<file path="config.mk">
export PLATFORM = sky130hd
export DESIGN_NAME = cart_mapper_top
export DESIGN_NICKNAME = d
export VERILOG_FILES = /design/src/cart_pkg.sv /design/src/access_if.sv /design/src/access_decode.sv /design/src/bank_execute.sv /design/src/access_result.sv /design/src/cart_mapper_top.sv
export SDC_FILE = /design/constraint.sdc
export NUM_CORES = 1
export LEC_CHECK = 0
export ABC_AREA = 1
export BUFFER_PORTS_ARGS = -buffer_cell sky130_fd_sc_hd__buf_4
export CAP_MARGIN = 20
export CELL_PAD_IN_SITES_DETAIL_PLACEMENT = 2
export CELL_PAD_IN_SITES_GLOBAL_PLACEMENT = 2
export CORE_MARGIN = 3
export CORE_UTILIZATION = 35
export DETAILED_ROUTE_END_ITERATION = 7
export HOLD_SLACK_MARGIN = 0.08
export PLACE_DENSITY = 0.81
export SYNTH_ARGS = -nofsm -noshare
export SYNTH_HDL_FRONTEND = slang
export SYNTH_SLANG_ARGS = --single-unit
</file>
<file path="constraint.sdc">
create_clock -name clk -period 2.8 [get_ports clk]
set_input_delay 0.42 -clock clk [delete_from_list [all_inputs] [get_ports clk]]
set_output_delay 0.42 -clock clk [all_outputs]
set_load 0.02 [all_outputs]
</file>
<file path="src/cart_pkg.sv">
package cart_pkg;

    // ==============================
    // widths with a meaning
    // ==============================
    typedef logic [15:0] req_addr_t;   // cpu address, ppu address in low 14 bits
    typedef logic [7:0]  data_t;
    typedef logic [11:0] cfg_word_t;
    typedef logic [4:0]  mapper_id_t;
    typedef logic [4:0]  prg_bits_t;   // log2 of prg size, 0 = no masking
    typedef logic [2:0]  op_t;
    typedef logic [1:0]  target_t;

    // config word layout, from bit 0 up
    localparam int CFG_MAPPER_LSB  = 0;
    localparam int CFG_PRG_LSB     = 5;
    localparam int CFG_MIRROR_BIT  = 10;  // 0 horizontal, 1 vertical
    localparam int CFG_CHR_RAM_BIT = 11;

    // ==============================
    // operation codes
    // ==============================
    localparam op_t OP_PRG_READ    = 3'd0;
    localparam op_t OP_CHR_READ    = 3'd1;
    localparam op_t OP_CHR_WRITE   = 3'd2;
    localparam op_t OP_CIRAM_READ  = 3'd3;
    localparam op_t OP_CIRAM_WRITE = 3'd4;
    localparam op_t OP_BANK_WRITE  = 3'd5;  // cpu write at 0x8000 and up
    localparam op_t OP_CFG         = 3'd6;

    // ==============================
    // memory targets
    // ==============================
    localparam target_t TARGET_PRG   = 2'd0;
    localparam target_t TARGET_CHR   = 2'd1;
    localparam target_t TARGET_CIRAM = 2'd2;

    // mapper numbers, unknown ids act like nrom
    localparam mapper_id_t MAPPER_NROM  = 5'd0;
    localparam mapper_id_t MAPPER_UXROM = 5'd2;
    localparam mapper_id_t MAPPER_CNROM = 5'd3;

endpackage

</file>
<file path="src/access_if.sv">
`timescale 1ns/100ps

interface access_if #(
    parameter int ADDR_BITS = 23
);
    logic valid;
    logic ready;
    cart_pkg::op_t op;
    logic [ADDR_BITS-1:0] addr;   // request address, banked address or config word
    cart_pkg::data_t wdata;

    modport src (
        output valid,
        output op,
        output addr,
        output wdata,
        input  ready
    );

    modport dst (
        input  valid,
        input  op,
        input  addr,
        input  wdata,
        output ready
    );

endinterface

</file>
<file path="src/access_decode.sv">
`timescale 1ns/100ps

module access_decode (
    input  logic                clk,
    input  logic                cpu_reset,

    input  logic                cfg_valid,
    output logic                cfg_ready,
    input  cart_pkg::cfg_word_t cfg_data,

    input  logic                req_valid,
    output logic                req_ready,
    input  logic                req_ppu,
    input  logic                req_write,
    input  cart_pkg::req_addr_t req_addr,
    input  cart_pkg::data_t     req_wdata,

    access_if.src               dn
);
    logic take;
    logic chr_ram;                  // chr writes allowed
    logic keep;                     // request produces an item
    cart_pkg::op_t req_op;
    cart_pkg::req_addr_t item_addr;

    assign take = !dn.valid || dn.ready;
    assign cfg_ready = take;
    assign req_ready = take && !cfg_valid;  // config wins

    // ==============================
    // classify the request
    // ==============================
    always_comb begin
        req_op = cart_pkg::OP_PRG_READ;
        keep = 1'b1;
        if (!req_ppu) begin
            keep = req_addr[15];    // nothing mapped below 0x8000
            if (req_write)
                req_op = cart_pkg::OP_BANK_WRITE;
        end else if (req_addr[13]) begin
            req_op = req_write ? cart_pkg::OP_CIRAM_WRITE : cart_pkg::OP_CIRAM_READ;
        end else if (req_write) begin
            req_op = cart_pkg::OP_CHR_WRITE;
            keep = chr_ram;         // chr rom ignores writes
        end else begin
            req_op = cart_pkg::OP_CHR_READ;
        end
    end

    always_comb begin
        dn.addr = '0;
        dn.addr[15:0] = item_addr;
    end

    always_ff @(posedge clk) begin
        if (cpu_reset) begin
            dn.valid <= 1'b0;
            chr_ram <= 1'b0;
        end else if (take) begin
            dn.valid <= cfg_valid || (req_valid && keep);
            if (cfg_valid)
                chr_ram <= cfg_data[cart_pkg::CFG_CHR_RAM_BIT];
        end
    end

    always_ff @(posedge clk) begin
        if (take) begin
            if (cfg_valid) begin
                dn.op <= cart_pkg::OP_CFG;
                item_addr <= {4'd0, cfg_data};  // word rides in the address field
            end else begin
                dn.op <= req_op;
                item_addr <= req_addr;
            end
            dn.wdata <= req_wdata;
        end
    end

endmodule

</file>
<file path="src/bank_execute.sv">
`timescale 1ns/100ps

module bank_execute #(
    parameter int ADDR_BITS = 23
) (
    input  logic  clk,
    input  logic  cpu_reset,
    access_if.dst up,
    access_if.src dn
);
    logic take;
    cart_pkg::cfg_word_t cfg;
    cart_pkg::mapper_id_t mapper_id;
    logic mirroring;                // 1 = vertical
    logic [3:0] prg_bank;           // uxrom switchable 16k bank
    logic [1:0] chr_bank;           // cnrom 8k bank
    logic ciram_a10;
    logic [ADDR_BITS-1:0] banked_addr;

    assign take = !dn.valid || dn.ready;
    assign up.ready = take;
    assign cfg = up.addr[11:0];
    assign ciram_a10 = mirroring ? up.addr[10] : up.addr[11];

    // ==============================
    // address banking
    // ==============================
    always_comb begin
        banked_addr = '0;
        case (up.op)
            cart_pkg::OP_PRG_READ: begin
                if (mapper_id == cart_pkg::MAPPER_UXROM) begin
                    if (up.addr[14])
                        banked_addr = '1;   // masking later picks the last bank
                    else
                        banked_addr[17:14] = prg_bank;
                    banked_addr[13:0] = up.addr[13:0];
                end else begin
                    banked_addr[14:0] = up.addr[14:0];
                end
            end
            cart_pkg::OP_CHR_READ, cart_pkg::OP_CHR_WRITE: begin
                if (mapper_id == cart_pkg::MAPPER_CNROM)
                    banked_addr[14:13] = chr_bank;
                banked_addr[12:0] = up.addr[12:0];
            end
            cart_pkg::OP_CIRAM_READ, cart_pkg::OP_CIRAM_WRITE: begin
                banked_addr[10] = ciram_a10;
                banked_addr[9:0] = up.addr[9:0];
            end
            default: begin
                banked_addr = up.addr;      // config word goes on to result
            end
        endcase
    end

    // ==============================
    // mapper registers
    // ==============================
    always_ff @(posedge clk) begin
        if (cpu_reset) begin
            dn.valid <= 1'b0;
            mapper_id <= '0;
            mirroring <= 1'b0;
            prg_bank <= '0;
            chr_bank <= '0;
        end else if (take) begin
            dn.valid <= up.valid && (up.op != cart_pkg::OP_BANK_WRITE);
            if (up.valid && up.op == cart_pkg::OP_CFG) begin
                mapper_id <= cfg[cart_pkg::CFG_MAPPER_LSB +: 5];
                mirroring <= cfg[cart_pkg::CFG_MIRROR_BIT];
                prg_bank <= '0;
                chr_bank <= '0;
            end
            if (up.valid && up.op == cart_pkg::OP_BANK_WRITE) begin
                case (mapper_id)
                    cart_pkg::MAPPER_UXROM: prg_bank <= up.wdata[3:0];
                    cart_pkg::MAPPER_CNROM: chr_bank <= up.wdata[1:0];
                    default: ;              // nrom has no registers
                endcase
            end
        end
    end

    always_ff @(posedge clk) begin
        if (take) begin
            dn.op <= up.op;
            dn.addr <= banked_addr;
            dn.wdata <= up.wdata;
        end
    end

endmodule

</file>
<file path="src/access_result.sv">
`timescale 1ns/100ps

module access_result #(
    parameter int ADDR_BITS = 23
) (
    input  logic                  clk,
    input  logic                  cpu_reset,
    access_if.dst                 up,

    output logic                  mem_valid,
    input  logic                  mem_ready,
    output cart_pkg::target_t     mem_target,
    output logic                  mem_write,
    output logic [ADDR_BITS-1:0]  mem_addr,
    output cart_pkg::data_t       mem_wdata
);
    logic take;
    cart_pkg::cfg_word_t cfg;
    cart_pkg::prg_bits_t prg_bits;
    logic [ADDR_BITS-1:0] size_bit;     // prg size, also the chr base
    logic [ADDR_BITS-1:0] flat_addr;
    cart_pkg::target_t target;
    logic is_write;

    assign take = !mem_valid || mem_ready;
    assign up.ready = take;
    assign cfg = up.addr[11:0];
    assign size_bit = ADDR_BITS'(1) << prg_bits;

    // ==============================
    // place into flat memory
    // ==============================
    always_comb begin
        flat_addr = up.addr;
        target = cart_pkg::TARGET_CIRAM;
        is_write = 1'b0;
        case (up.op)
            cart_pkg::OP_PRG_READ: begin
                target = cart_pkg::TARGET_PRG;
                if (prg_bits != '0)
                    flat_addr = up.addr & (size_bit - 1'b1);
            end
            cart_pkg::OP_CHR_READ, cart_pkg::OP_CHR_WRITE: begin
                target = cart_pkg::TARGET_CHR;
                is_write = (up.op == cart_pkg::OP_CHR_WRITE);
                if (prg_bits != '0)
                    flat_addr = up.addr | size_bit;  // chr right after prg
            end
            default: begin
                is_write = (up.op == cart_pkg::OP_CIRAM_WRITE);
            end
        endcase
    end

    always_ff @(posedge clk) begin
        if (cpu_reset) begin
            mem_valid <= 1'b0;
            prg_bits <= '0;
        end else if (take) begin
            mem_valid <= up.valid && (up.op != cart_pkg::OP_CFG);
            if (up.valid && up.op == cart_pkg::OP_CFG)
                prg_bits <= cfg[cart_pkg::CFG_PRG_LSB +: 5];
        end
    end

    always_ff @(posedge clk) begin
        if (take) begin
            mem_target <= target;
            mem_write <= is_write;
            mem_addr <= flat_addr;
            mem_wdata <= up.wdata;
        end
    end

endmodule

</file>
<file path="src/cart_mapper_top.sv">
`timescale 1ns/100ps

module cart_mapper_top #(
    parameter int ADDR_BITS = 23    // flat memory address width
) (
    input  logic                  clk,
    input  logic                  cpu_reset,

    // ==============================
    // host configuration
    // ==============================
    input  logic                  cfg_valid,
    output logic                  cfg_ready,
    input  cart_pkg::cfg_word_t   cfg_data,

    // cpu and ppu requests
    input  logic                  req_valid,
    output logic                  req_ready,
    input  logic                  req_ppu,
    input  logic                  req_write,
    input  cart_pkg::req_addr_t   req_addr,
    input  cart_pkg::data_t       req_wdata,

    // ==============================
    // memory port
    // ==============================
    output logic                  mem_valid,
    input  logic                  mem_ready,
    output cart_pkg::target_t     mem_target,
    output logic                  mem_write,
    output logic [ADDR_BITS-1:0]  mem_addr,
    output cart_pkg::data_t       mem_wdata
);
    access_if #(.ADDR_BITS(ADDR_BITS)) dec_to_exe ();
    access_if #(.ADDR_BITS(ADDR_BITS)) exe_to_res ();

    access_decode u_decode (
        .clk       (clk),
        .cpu_reset (cpu_reset),
        .cfg_valid (cfg_valid),
        .cfg_ready (cfg_ready),
        .cfg_data  (cfg_data),
        .req_valid (req_valid),
        .req_ready (req_ready),
        .req_ppu   (req_ppu),
        .req_write (req_write),
        .req_addr  (req_addr),
        .req_wdata (req_wdata),
        .dn        (dec_to_exe.src)
    );

    bank_execute #(.ADDR_BITS(ADDR_BITS)) u_execute (
        .clk       (clk),
        .cpu_reset (cpu_reset),
        .up        (dec_to_exe.dst),
        .dn        (exe_to_res.src)
    );

    access_result #(.ADDR_BITS(ADDR_BITS)) u_result (
        .clk        (clk),
        .cpu_reset  (cpu_reset),
        .up         (exe_to_res.dst),
        .mem_valid  (mem_valid),
        .mem_ready  (mem_ready),
        .mem_target (mem_target),
        .mem_write  (mem_write),
        .mem_addr   (mem_addr),
        .mem_wdata  (mem_wdata)
    );

endmodule

</file>
* Word level (Yosys, flattened, before mapping)
Cells that the tools add are included.
** Operators by class
- Reduce and logical (&&, ||, !) cells :: 25
- Eq/ne operators :: 14
- Multipliers :: 0
- Mux-type cells :: 29
- Bitwise operators :: 2
- Order comparisons :: 0
- Shift-type cells :: 1
- Add/sub/neg operators :: 1
- Divide/modulo/power cells :: 0
** Operator list (number)
- two-way mux 23 bit :: 2
- one-hot mux 23 bit (2 select lines) :: 1
- AND 23 bit :: 1
- OR 23 bit :: 1
- << shifter 1 x 5 -> 23 bit, first input constant :: 1
- subtractor 23 x 1 -> 23 bit, second input constant :: 1
- one-hot mux 11 bit (2 select lines) :: 1
- two-way mux 4 bit :: 4
- one-hot mux 8 bit (2 select lines) :: 1
- == test 3 bit, second input constant :: 5
- two-way mux 15 bit :: 1
- two-way mux 12 bit :: 1
- two-way mux 3 bit :: 4
- one-hot mux 4 bit (3 select lines) :: 1
- == test 5 x 2 -> 1 bit, second input constant :: 2
- two-way mux 2 bit :: 5
- == test 3 x 2 -> 1 bit, second input constant :: 3
- two-way mux 8 bit :: 1
- logical AND 1 bit :: 7
- == test 3 x 1 -> 1 bit, second input constant :: 2
- logical NOT 3 bit :: 2
- inequality test 3 bit, second input constant :: 2
- AND reduction 2 bit :: 3
- OR reduction 2 bit :: 3
- 8 further kinds :: 17
** Storage, ports and cells
- RAM bits :: 0
- Output and inout port bits :: 37
- Memories kept :: 0
- Bits in registers :: 116
- Word-level logic and storage cells :: 92
- Bits in read-only memories :: 0
- Input bits :: 43
- Bits in latches :: 0

* Longest topological paths before layout
Gate-level depths: netlist of run 1.
- Depth after elaboration :: 5
- Gate-level depth with buffers :: 12
- Gate-level depth less buffers :: 12

* Cells and area by module
From an unflattened synthesis of run 1, not the netlist that was laid out.
** Second synthesis, totals
- Cell total of the unflattened synthesis :: 542
- Area, all modules :: 5288.8 µm²
** Modules (own cells, without submodules)
- access_result :: area each 2263.4 µm², times used 1, cells each 274, sequential area each 1141.1 µm²
- bank_execute :: area each 1800.5 µm², times used 1, cells each 158, sequential area each 1281.2 µm²
- access_decode :: area each 1224.9 µm², times used 1, cells each 110, sequential area each 850.8 µm²

* Worst setup path before layout of run 1
Ideal clock, no wire load.
- Path type :: register -> output
- Start :: reg u_result.mem_valid
- End :: out req_ready
- Cell stages (with the launch flop) :: 8
- Buffers on the path :: 0
- Path slack :: 26 ps
- Required time :: 2380 ps
- Arrival time :: 2354 ps
- Cell sequence :: dfxtp_1 -> inv_1 -> nor2_1 -> inv_1 -> nor2_2 -> nand2_1 -> nand2_1 -> inv_1
** On the way
- Cells in the longest elaborated chain, start to end :: 5
** Ends and longest elaborated chain
- start: declaration :: RTL line access_result.sv:10 : output logic mem_valid,
- start signal: assignment :: RTL line access_result.sv:60 : mem_valid <= up.valid && (up.op != cart_pkg::OP_CFG);
- logical NOT 1 bit :: RTL line access_result.sv:25 : assign take = !mem_valid || mem_ready;
- logical OR 1 bit :: RTL line access_result.sv:25
- named net exe_to_res.ready :: RTL line access_if.sv:7 : logic ready;
- logical OR 1 bit :: RTL line bank_execute.sv:20 : assign take = !dn.valid || dn.ready;
- logical OR 1 bit :: RTL line access_decode.sv:26 : assign take = !dn.valid || dn.ready;
- named net cfg_ready :: RTL line cart_mapper_top.sv:13 : output logic cfg_ready,
- logical AND 1 bit :: RTL line access_decode.sv:28 : assign req_ready = take && !cfg_valid;
- end: declaration :: RTL line cart_mapper_top.sv:18 : output logic req_ready,
The timed path passes the listed nets, and every way through them passes these cells.

* Worst setup path in the final report of run 1
- Start :: reg u_result.prg_bits[2]
- End :: reg u_result.mem_addr[22] (data pin)
** On the way
- Cells in the longest elaborated chain, start to end :: 5
- Elaborated cells between the ends (all ways) :: 8
- Classes of those cells :: add/sub (1); shift (1); mux (3); bitwise (2); reduce/logical (1)
** Ends and longest elaborated chain
- start: declaration :: RTL line access_result.sv:19 : cart_pkg::prg_bits_t prg_bits;
- start signal: assignment :: RTL line access_result.sv:62 : prg_bits <= cfg[cart_pkg::CFG_PRG_LSB +: 5];
- << shifter 1 x 5 -> 23 bit :: RTL line access_result.sv:28 : assign size_bit = ADDR_BITS'(1) << prg_bits;
- subtractor 23 x 1 -> 23 bit :: RTL line access_result.sv:41 : flat_addr = up.addr & (size_bit - 1'b1);
- AND 23 bit :: RTL line access_result.sv:41
- two-way mux 23 bit :: RTL line access_result.sv:40 : if (prg_bits != '0)
- one-hot mux 23 bit (2 select lines) (*) :: RTL line access_result.sv:37 : case (up.op)
- named net u_result.flat_addr[22] :: RTL line access_result.sv:21 : logic [ADDR_BITS-1:0] flat_addr;
- end signal: assignment :: RTL line access_result.sv:70 : mem_addr <= flat_addr;
- end: declaration :: RTL line access_result.sv:14 : output logic [ADDR_BITS-1:0] mem_addr,
The timed path passes the listed nets; every way through them passes the cells marked *.
A chain may end at the register's enable or synchronous reset.

==> results.py, run 1 <==
metrics = {
    "worst_setup_path": {
        "path_class": "reg -> reg",
        "worst_setup_path_start_kind": "register",
        "arrival_ns": 2.48,
        "crit_fanout": 9,
        "required_ns": 2.91,
        "cp-end-kind": "register",
    },
    "cts": {
        "cts_tree": "done",
        "cts_resized": 0,
        "cts_buffers": 9,
        "clock_latency_ns": 0.35,
        "path_clk_slew_ns": 0.07,
        "clk_path_buf_depth": 2,
        "cts_root_buffer": "clkbuf_16",
        "cts_max_level": 3,
        "cts.sinks": 112,
        "postCtsSetupBuffers": 0,
        "hold_buffers": 0,
    },
    "drt": {
        "routed_wl_um": 15590,
        "vias": 3957,
        "first_iter_violations": 242,
        "detail-route-antenna-nets": 0,
        "routed_via_density": 5.112,
        "wire_per_inst_um": 20.14,
        "dr.pass1.iters": 4,
        "drc": 0,
    },
    "flow_run": {
        "drv_cap": 0,
    },
    "hold_path": {
        "hp-class": "in -> reg",
    },
    "placed_design": {
        "io_buffers": 79,
        "dp_slack_ns": 0.4985,
        "place_congestion": 0.8728,
        "dp_hpwl_um": 12000,
    },
    "pwr": {
        "clkPwrFrac": 0.327,
        "switching_share": 0.2628,
        "p_per_area_nw_per_um2": 610.1,
        "p_int_mw": 2.695,
        "power_switching_mw": 0.9606,
        "power_frac_comb": 0.129,
        "total_leakage_power_nw": 2.551,
        "ir_worst_vdd_uv": 248.4,
        "seqPwrFrac": 0.544,
    },
    "global_route": {
        "grt-busiest-layer": "met2",
        "grt.total_usage": 0.2080,
        "grt_use_met3": 0.02873,
        "grt_util_met2": 0.3903,
        "grt_pass1_vias": 4423,
        "grt-ovfl-total": 0,
        "antenna_found_initial": 0,
        "grt_max_degree": 36,
        "grt_pass1_wl_um": 25040,
        "use_met1": 0.2402,
    },
    "timing": {
        "finalSetupTns_ns": 0,
        "fmaxAchievable_ghz": 0.4206,
        "finalCritPeriodShare": 0.8491,
        "fin_crit_ns": 2.377,
        "rsz0062_at_grt": "false",
        "finalHoldViolations": 0,
        "tightestPinTransition_ns": 0.5185,
        "relSlewSlack": 0.6530,
        "layout_setup_ws_ns": 0.4226,
        "finClkSkew_ns": 0.005876,
        "report.final.setup_viol": 0,
        "holdWs_ns": 0.2404,
        "slew_viol_final": 0,
    },
    "cells_and_area": {
        "multiInputGateArea_um2": 1469,
        "final_common_cell": "nand2_1",
        "final-seq-area_um2": 3153,
        "nNetsFinal": 638,
        "drive_above_1_share": 0.1973,
        "final_cell_mix": "nand2_1, edfxtp_1, buf_4, nor2_1, inv_1",
        "diodes": 0,
        "nFillCells": 1494,
        "synthToLayoutAreaGrowth_pct": 22.32,
    },
    "synthesis": {
        "synthCells": 504,
        "yosysSeqAreaShare": 0.6437,
        "ys_seq_elements": 112,
        "ys_top_cells_by_area": "edfxtp_1, nand2_1, dfxtp_1",
        "synth.cell_area_um2": 4898,
        "syn_area_per_cell_um2": 9.719,
        "yosysTopAreaCell": "edfxtp_1",
        "synth_top_area_share": 0.5579,
        "syn-num-nets": 549,
        "yosysWarnings": 0,
        "synth.distinct_cells": 30,
    },
    "die": {
        "core_area_um2": 13450,
        "die_w_um": 124.3,
        "die_area_um2": 15450,
        "die_h_um": 124.3,
        "initial_utilization": 0.3641,
        "io_pins": 80,
        "row_count": 42,
    },
    "status": {
        "status": "finished, final reports clean",
    },
}
## path summary, 6_finish.rpt
| check | endpoint | slack [ns] | depth (start not counted) | from |
|---|---|---|---|---|
| max | u_result.mem_addr[22] | 0.42 | 12 | u_result.prg_bits[2] |
| min | u_decode.dn.wdata[3] | 0.24 | 1 | req_wdata[3] |
| max reg2reg | u_result.mem_addr[22] | 0.42 | 12 | u_result.prg_bits[2] |
| min reg2reg | u_result.mem_wdata[1] | 0.42 | 0 | u_execute.dn.wdata[1] |
## layer usage
layer	vias up	wire length, um	share of wire
met4	0	354	0.023
met3	27	489	0.031
met5	-	0	0
li1	1878	-	-
met2	87	8365	0.54
met1	1965	6378	0.41
## metrics by stage
| stage | cells | utilization | power (mW) | cell area [um2] |
|---|---|---|---|---|
| after floorplan | 504 | - | 2.257 | 4898 |
| after global placement | 758 | 0.4257 | 2.464 | 5727 |
| after detailed placement | 758 | 0.4257 | 2.500 | 5727 |
| after CTS | 774 | 0.4454 | 3.695 | 5992 |
| after global routing | 774 | 0.4454 | 3.809 | 5992 |
| final | 774 | 0.4454 | 3.656 | 5992 |
## cells in the mapped netlist
master	instances
a211oi_1	8
a21oi_1	29
a31oi_1	6
clkbuf_1	6
clkinv_1	5
dfxtp_1	21
edfxtp_1	91
ha_1	2
inv_1	56
inv_2	5
inv_4	1
nand2_1	120
nand2_2	3
nand2_4	1
nand3_1	21
nand3_2	2
nand4_1	9
nor2_1	68
nor2_2	5
nor2_4	1
nor3_1	3
nor4_1	1
o211ai_1	3
o21ai_0	30
o21ai_1	2
o21ai_2	1
o22ai_1	1
o31ai_1	1
o41ai_1	1
or2_2	1
## kinds of logic after synthesis
family	Yosys count	share of synthesized area
flops	112	0.6437
simple gates	235	0.2015
compound gates	82	0.09323
buf+inv	73	0.05645
fa+ha+maj	2	0.005108
## power groups by stage
stage	Combinational (mW)	Clock, mW	Sequential, mW
2_1_floorplan	0.207	0	2.05
3_5_place_dp	0.474	0	2.03
5_1_grt	0.522	1.29	2.00
3_3_place_gp	0.453	0	2.01
6_report	0.472	1.20	1.99
4_1_cts	0.478	1.23	1.99
## worst max-delay path: stages, from the launching register on
cell and delay [ns]:
dfxtp_1 0.50, inv_2 0.14, nand2_1 0.19, nor2_4 0.08, inv_4 0.10, ha_1 0.22
nand3_2 0.12, nor2_2 0.37, nand3_1 0.12, nand2_1 0.09, nand3_1 0.06, nand2_1 0.07
nand2_1 0.06
## sequential cells by signal (all words and copies together) (netlist names)
| register | cells |
|---|---|
| u_result.mem_addr | 23 |
| u_result.mem_write | 1 |
| u_decode.chr_ram | 1 |
| u_execute.mapper_id | 5 |
| u_execute.dn.addr | 19 |
| u_result.mem_target | 2 |
| u_result.prg_bits | 5 |
| u_result.mem_wdata | 8 |
| u_execute.dn.op | 3 |
| u_decode.dn.op | 3 |
| u_result.mem_valid | 1 |
| u_execute.dn.valid | 1 |
| u_decode.dn.valid | 1 |
| u_execute.dn.wdata | 8 |
| u_decode.item_addr | 16 |
| u_decode.dn.wdata | 8 |
| u_execute.chr_bank | 2 |
| u_execute.mirroring | 1 |
| u_execute.prg_bank | 4 |
## cell type report
cell class,instances,share of cell area
inverter,67,0.04239
sequential,112,0.5262
multi-input combinational,319,0.2451
tap,176,0.03675
timing repair buffer,84,0.1052
clock buffer,11,0.03884
clock inverter,5,0.005429
(Power assumes the default switching activity.)
==> inputs of run 2 (changes only) <==
--- a/config.mk
+++ b/config.mk
@@ -11,10 +11,10 @@
 export CELL_PAD_IN_SITES_DETAIL_PLACEMENT = 2
 export CELL_PAD_IN_SITES_GLOBAL_PLACEMENT = 2
 export CORE_MARGIN = 3
-export CORE_UTILIZATION = 35
+export CORE_UTILIZATION = 32
 export DETAILED_ROUTE_END_ITERATION = 7
 export HOLD_SLACK_MARGIN = 0.08
-export PLACE_DENSITY = 0.81
+export PLACE_DENSITY = 0.78
 export SYNTH_ARGS = -nofsm -noshare
 export SYNTH_HDL_FRONTEND = slang
 export SYNTH_SLANG_ARGS = --single-unit
==> constraint.sdc (replaced) <==
create_clock -name clk -period 2.1 [get_ports clk]
set_input_delay 0.315 -clock clk [delete_from_list [all_inputs] [get_ports clk]]
set_output_delay 0.315 -clock clk [all_outputs]
set_load 0.02 [all_outputs]
==> results.py, run 2 (synthesis gave the netlist of run 1 again) <==
metrics = {
    "status": {
        "status": "finished, final reports clean",
    },
    "worst_setup_path": {
        "required_ns": 2.19,
        "r2r-start": "u_result.prg_bits[4]",
        "cp-startpoint": "u_result.prg_bits[4]",
        "crit_end": "u_result.mem_addr[8]",
        "crit_fanout": 5,
        "rr_worst_depth": 9,
        "cp-end-kind": "register",
        "worst_setup_path_start_kind": "register",
        "path_class": "reg -> reg",
        "r2r-end": "u_result.mem_addr[8]",
        "arrival_ns": 2.07,
        "rrSetupSlack_ns": 0.12,
    },
    "drt": {
        "routed_via_density": 5.016,
        "drc": 0,
        "dr.pass1.iters": 4,
        "detail-route-antenna-nets": 0,
        "first_iter_violations": 200,
        "routed_wl_um": 16090,
        "wire_per_inst_um": 19.86,
        "vias": 4063,
    },
    "die": {
        "io_pins": 80,
        "core_area_um2": 14750,
        "initial_utilization": 0.3320,
        "die_area_um2": 16830,
        "die_h_um": 129.7,
        "row_count": 44,
        "die_w_um": 129.7,
    },
    "timing": {
        "rsz0062_at_grt": "false",
        "tightestPinTransition_ns": 0.5237,
        "finalHoldViolations": 0,
        "finalCritPeriodShare": 0.9422,
        "fin_crit_ns": 1.979,
        "holdWs_ns": 0.1253,
        "fmaxAchievable_ghz": 0.5054,
        "finalSetupTns_ns": 0,
        "layout_setup_ws_ns": 0.1214,
        "finClkSkew_ns": 0.01202,
        "relSlewSlack": 0.6509,
        "report.final.setup_viol": 0,
        "slew_viol_final": 0,
    },
    "cells_and_area": {
        "final_common_cell": "nand2_1",
        "top_regs": "u_result.mem_addr x23, u_execute.dn.addr x19, u_decode.item_addr x16",
        "final_cell_mix": "nand2_1, buf_4, edfxtp_1, nor2_1, inv_1",
        "top_register": "u_result.mem_addr",
        "synthToLayoutAreaGrowth_pct": 29.43,
        "finish.instance_area_um2": 6340,
        "nFillCells": 1587,
        "nNetsFinal": 666,
        "diodes": 0,
        "largest_reg_flops": 23,
        "finalNonFillerCells": 810,
        "drive_above_1_share": 0.2636,
    },
    "global_route": {
        "grt-ovfl-total": 0,
        "grt_max_degree": 38,
        "antenna_found_initial": 0,
        "grt_pass1_vias": 4605,
        "grt.total_usage": 0.1987,
        "grt_pass1_wl_um": 25040,
    },
    "pwr": {
        "p_per_area_nw_per_um2": 807.1,
        "ir_worst_vdd_uv": 406.1,
        "total_leakage_power_nw": 2.702,
    },
    "placed_design": {
        "place_congestion": 0.8280,
        "place_area_um2": 5993,
        "dp_hpwl_um": 12590,
        "io_buffers": 79,
        "dp_slack_ns": 0.02323,
        "dpl.cell_count": 792,
    },
    "hold_path": {
        "hp-class": "in -> reg",
    },
    "cts": {
        "cts_root_buffer": "clkbuf_16",
        "hold_buffers": 0,
        "clk_path_buf_depth": 2,
        "cts.sinks": 112,
        "path_clk_slew_ns": 0.08,
        "cts_buffers": 9,
        "clock_latency_ns": 0.36,
        "cts_max_level": 3,
        "cts_tree": "done",
    },
    "flow_run": {
        "drv_cap": 0,
    },
}
-- run 2: changes by cell type in the layout (fill, tap and decap cells not counted), sizes merged --
cell,delta
buf,+28
clkbuf,-1
clkinvlp,+4
clkinv,-3
-- run 2: timing repair --
action                                  CTS  global route
setup buffers                             1             1
resized for setup                         1             9
pin swaps                                 1             2
endpoints found under the setup margin    2            13
-- run 2: worst min path at each step --
| stage | startpoint | endpoint | cells after the start | slack [ns] |
|---|---|---|---|---|
| floorplan | cpu_reset | u_result.prg_bits[0] | 1 | 0.39 |
| global placement | u_decode.item_addr[6] | u_execute.dn.addr[6] | 0 | 0.40 |
| detailed placement | u_decode.item_addr[6] | u_execute.dn.addr[6] | 0 | 0.41 |
| CTS | req_wdata[0] | u_decode.dn.wdata[0] | 1 | 0.12 |
| global route | req_wdata[1] | u_decode.dn.wdata[1] | 1 | 0.11 |
| finish | req_wdata[0] | u_decode.dn.wdata[0] | 1 | 0.13 |
-- run 2: where the power goes --
part | internal (mW) | leakage [nW] | switching [mW]
clock | 0.897 | 0.140 | 0.861
sequential | 2.56 | 1.17 | 0.0888
combinational | 0.280 | 1.39 | 0.432
-- run 2: cell type report --
type / count / area, um2 / share of cell area
Tap cell: 184 / 230.2 / 0.03631
Clock inverter: 6 / 56.30 / 0.008881
Sequential cell: 112 / 3158 / 0.4981
Timing Repair Buffer: 112 / 840.8 / 0.1326
Clock buffer: 10 / 250.2 / 0.03947
Inverter: 67 / 272.8 / 0.04302
Multi-Input combinational cell: 319 / 1531 / 0.2416
-- run 2: layer usage --
layer | track usage | vias to the layer above | wire (um)
li1 | - | 1932 | -
met3 | 0.02538 | 20 | 428
met4 | 0.06663 | 0 | 323
met2 | 0.3810 | 90 | 8792
met5 | 0 | - | 0
met1 | 0.2265 | 2021 | 6540
-- run 2: stage by stage --
| step | utilization | total power, mW |
|---|---|---|
| detailed placement | 0.4062 | 3.397 |
| CTS | 0.4278 | 5.159 |
| floorplan | - | 3.014 |
| global route | 0.4297 | 5.333 |
| finish | 0.4297 | 5.117 |
| global placement | 0.4062 | 3.351 |
-- run 2: critical path, stage by stage (launching register included) --
cell and delay [ns]:
dfxtp_1 0.37, nor2_1 0.09, inv_2 0.10, nor2_2 0.07
nand2_2 0.10, ha_2 0.22, nand4_1 0.29, buf_4 0.25
a31oi_1 0.12, o21ai_0 0.10
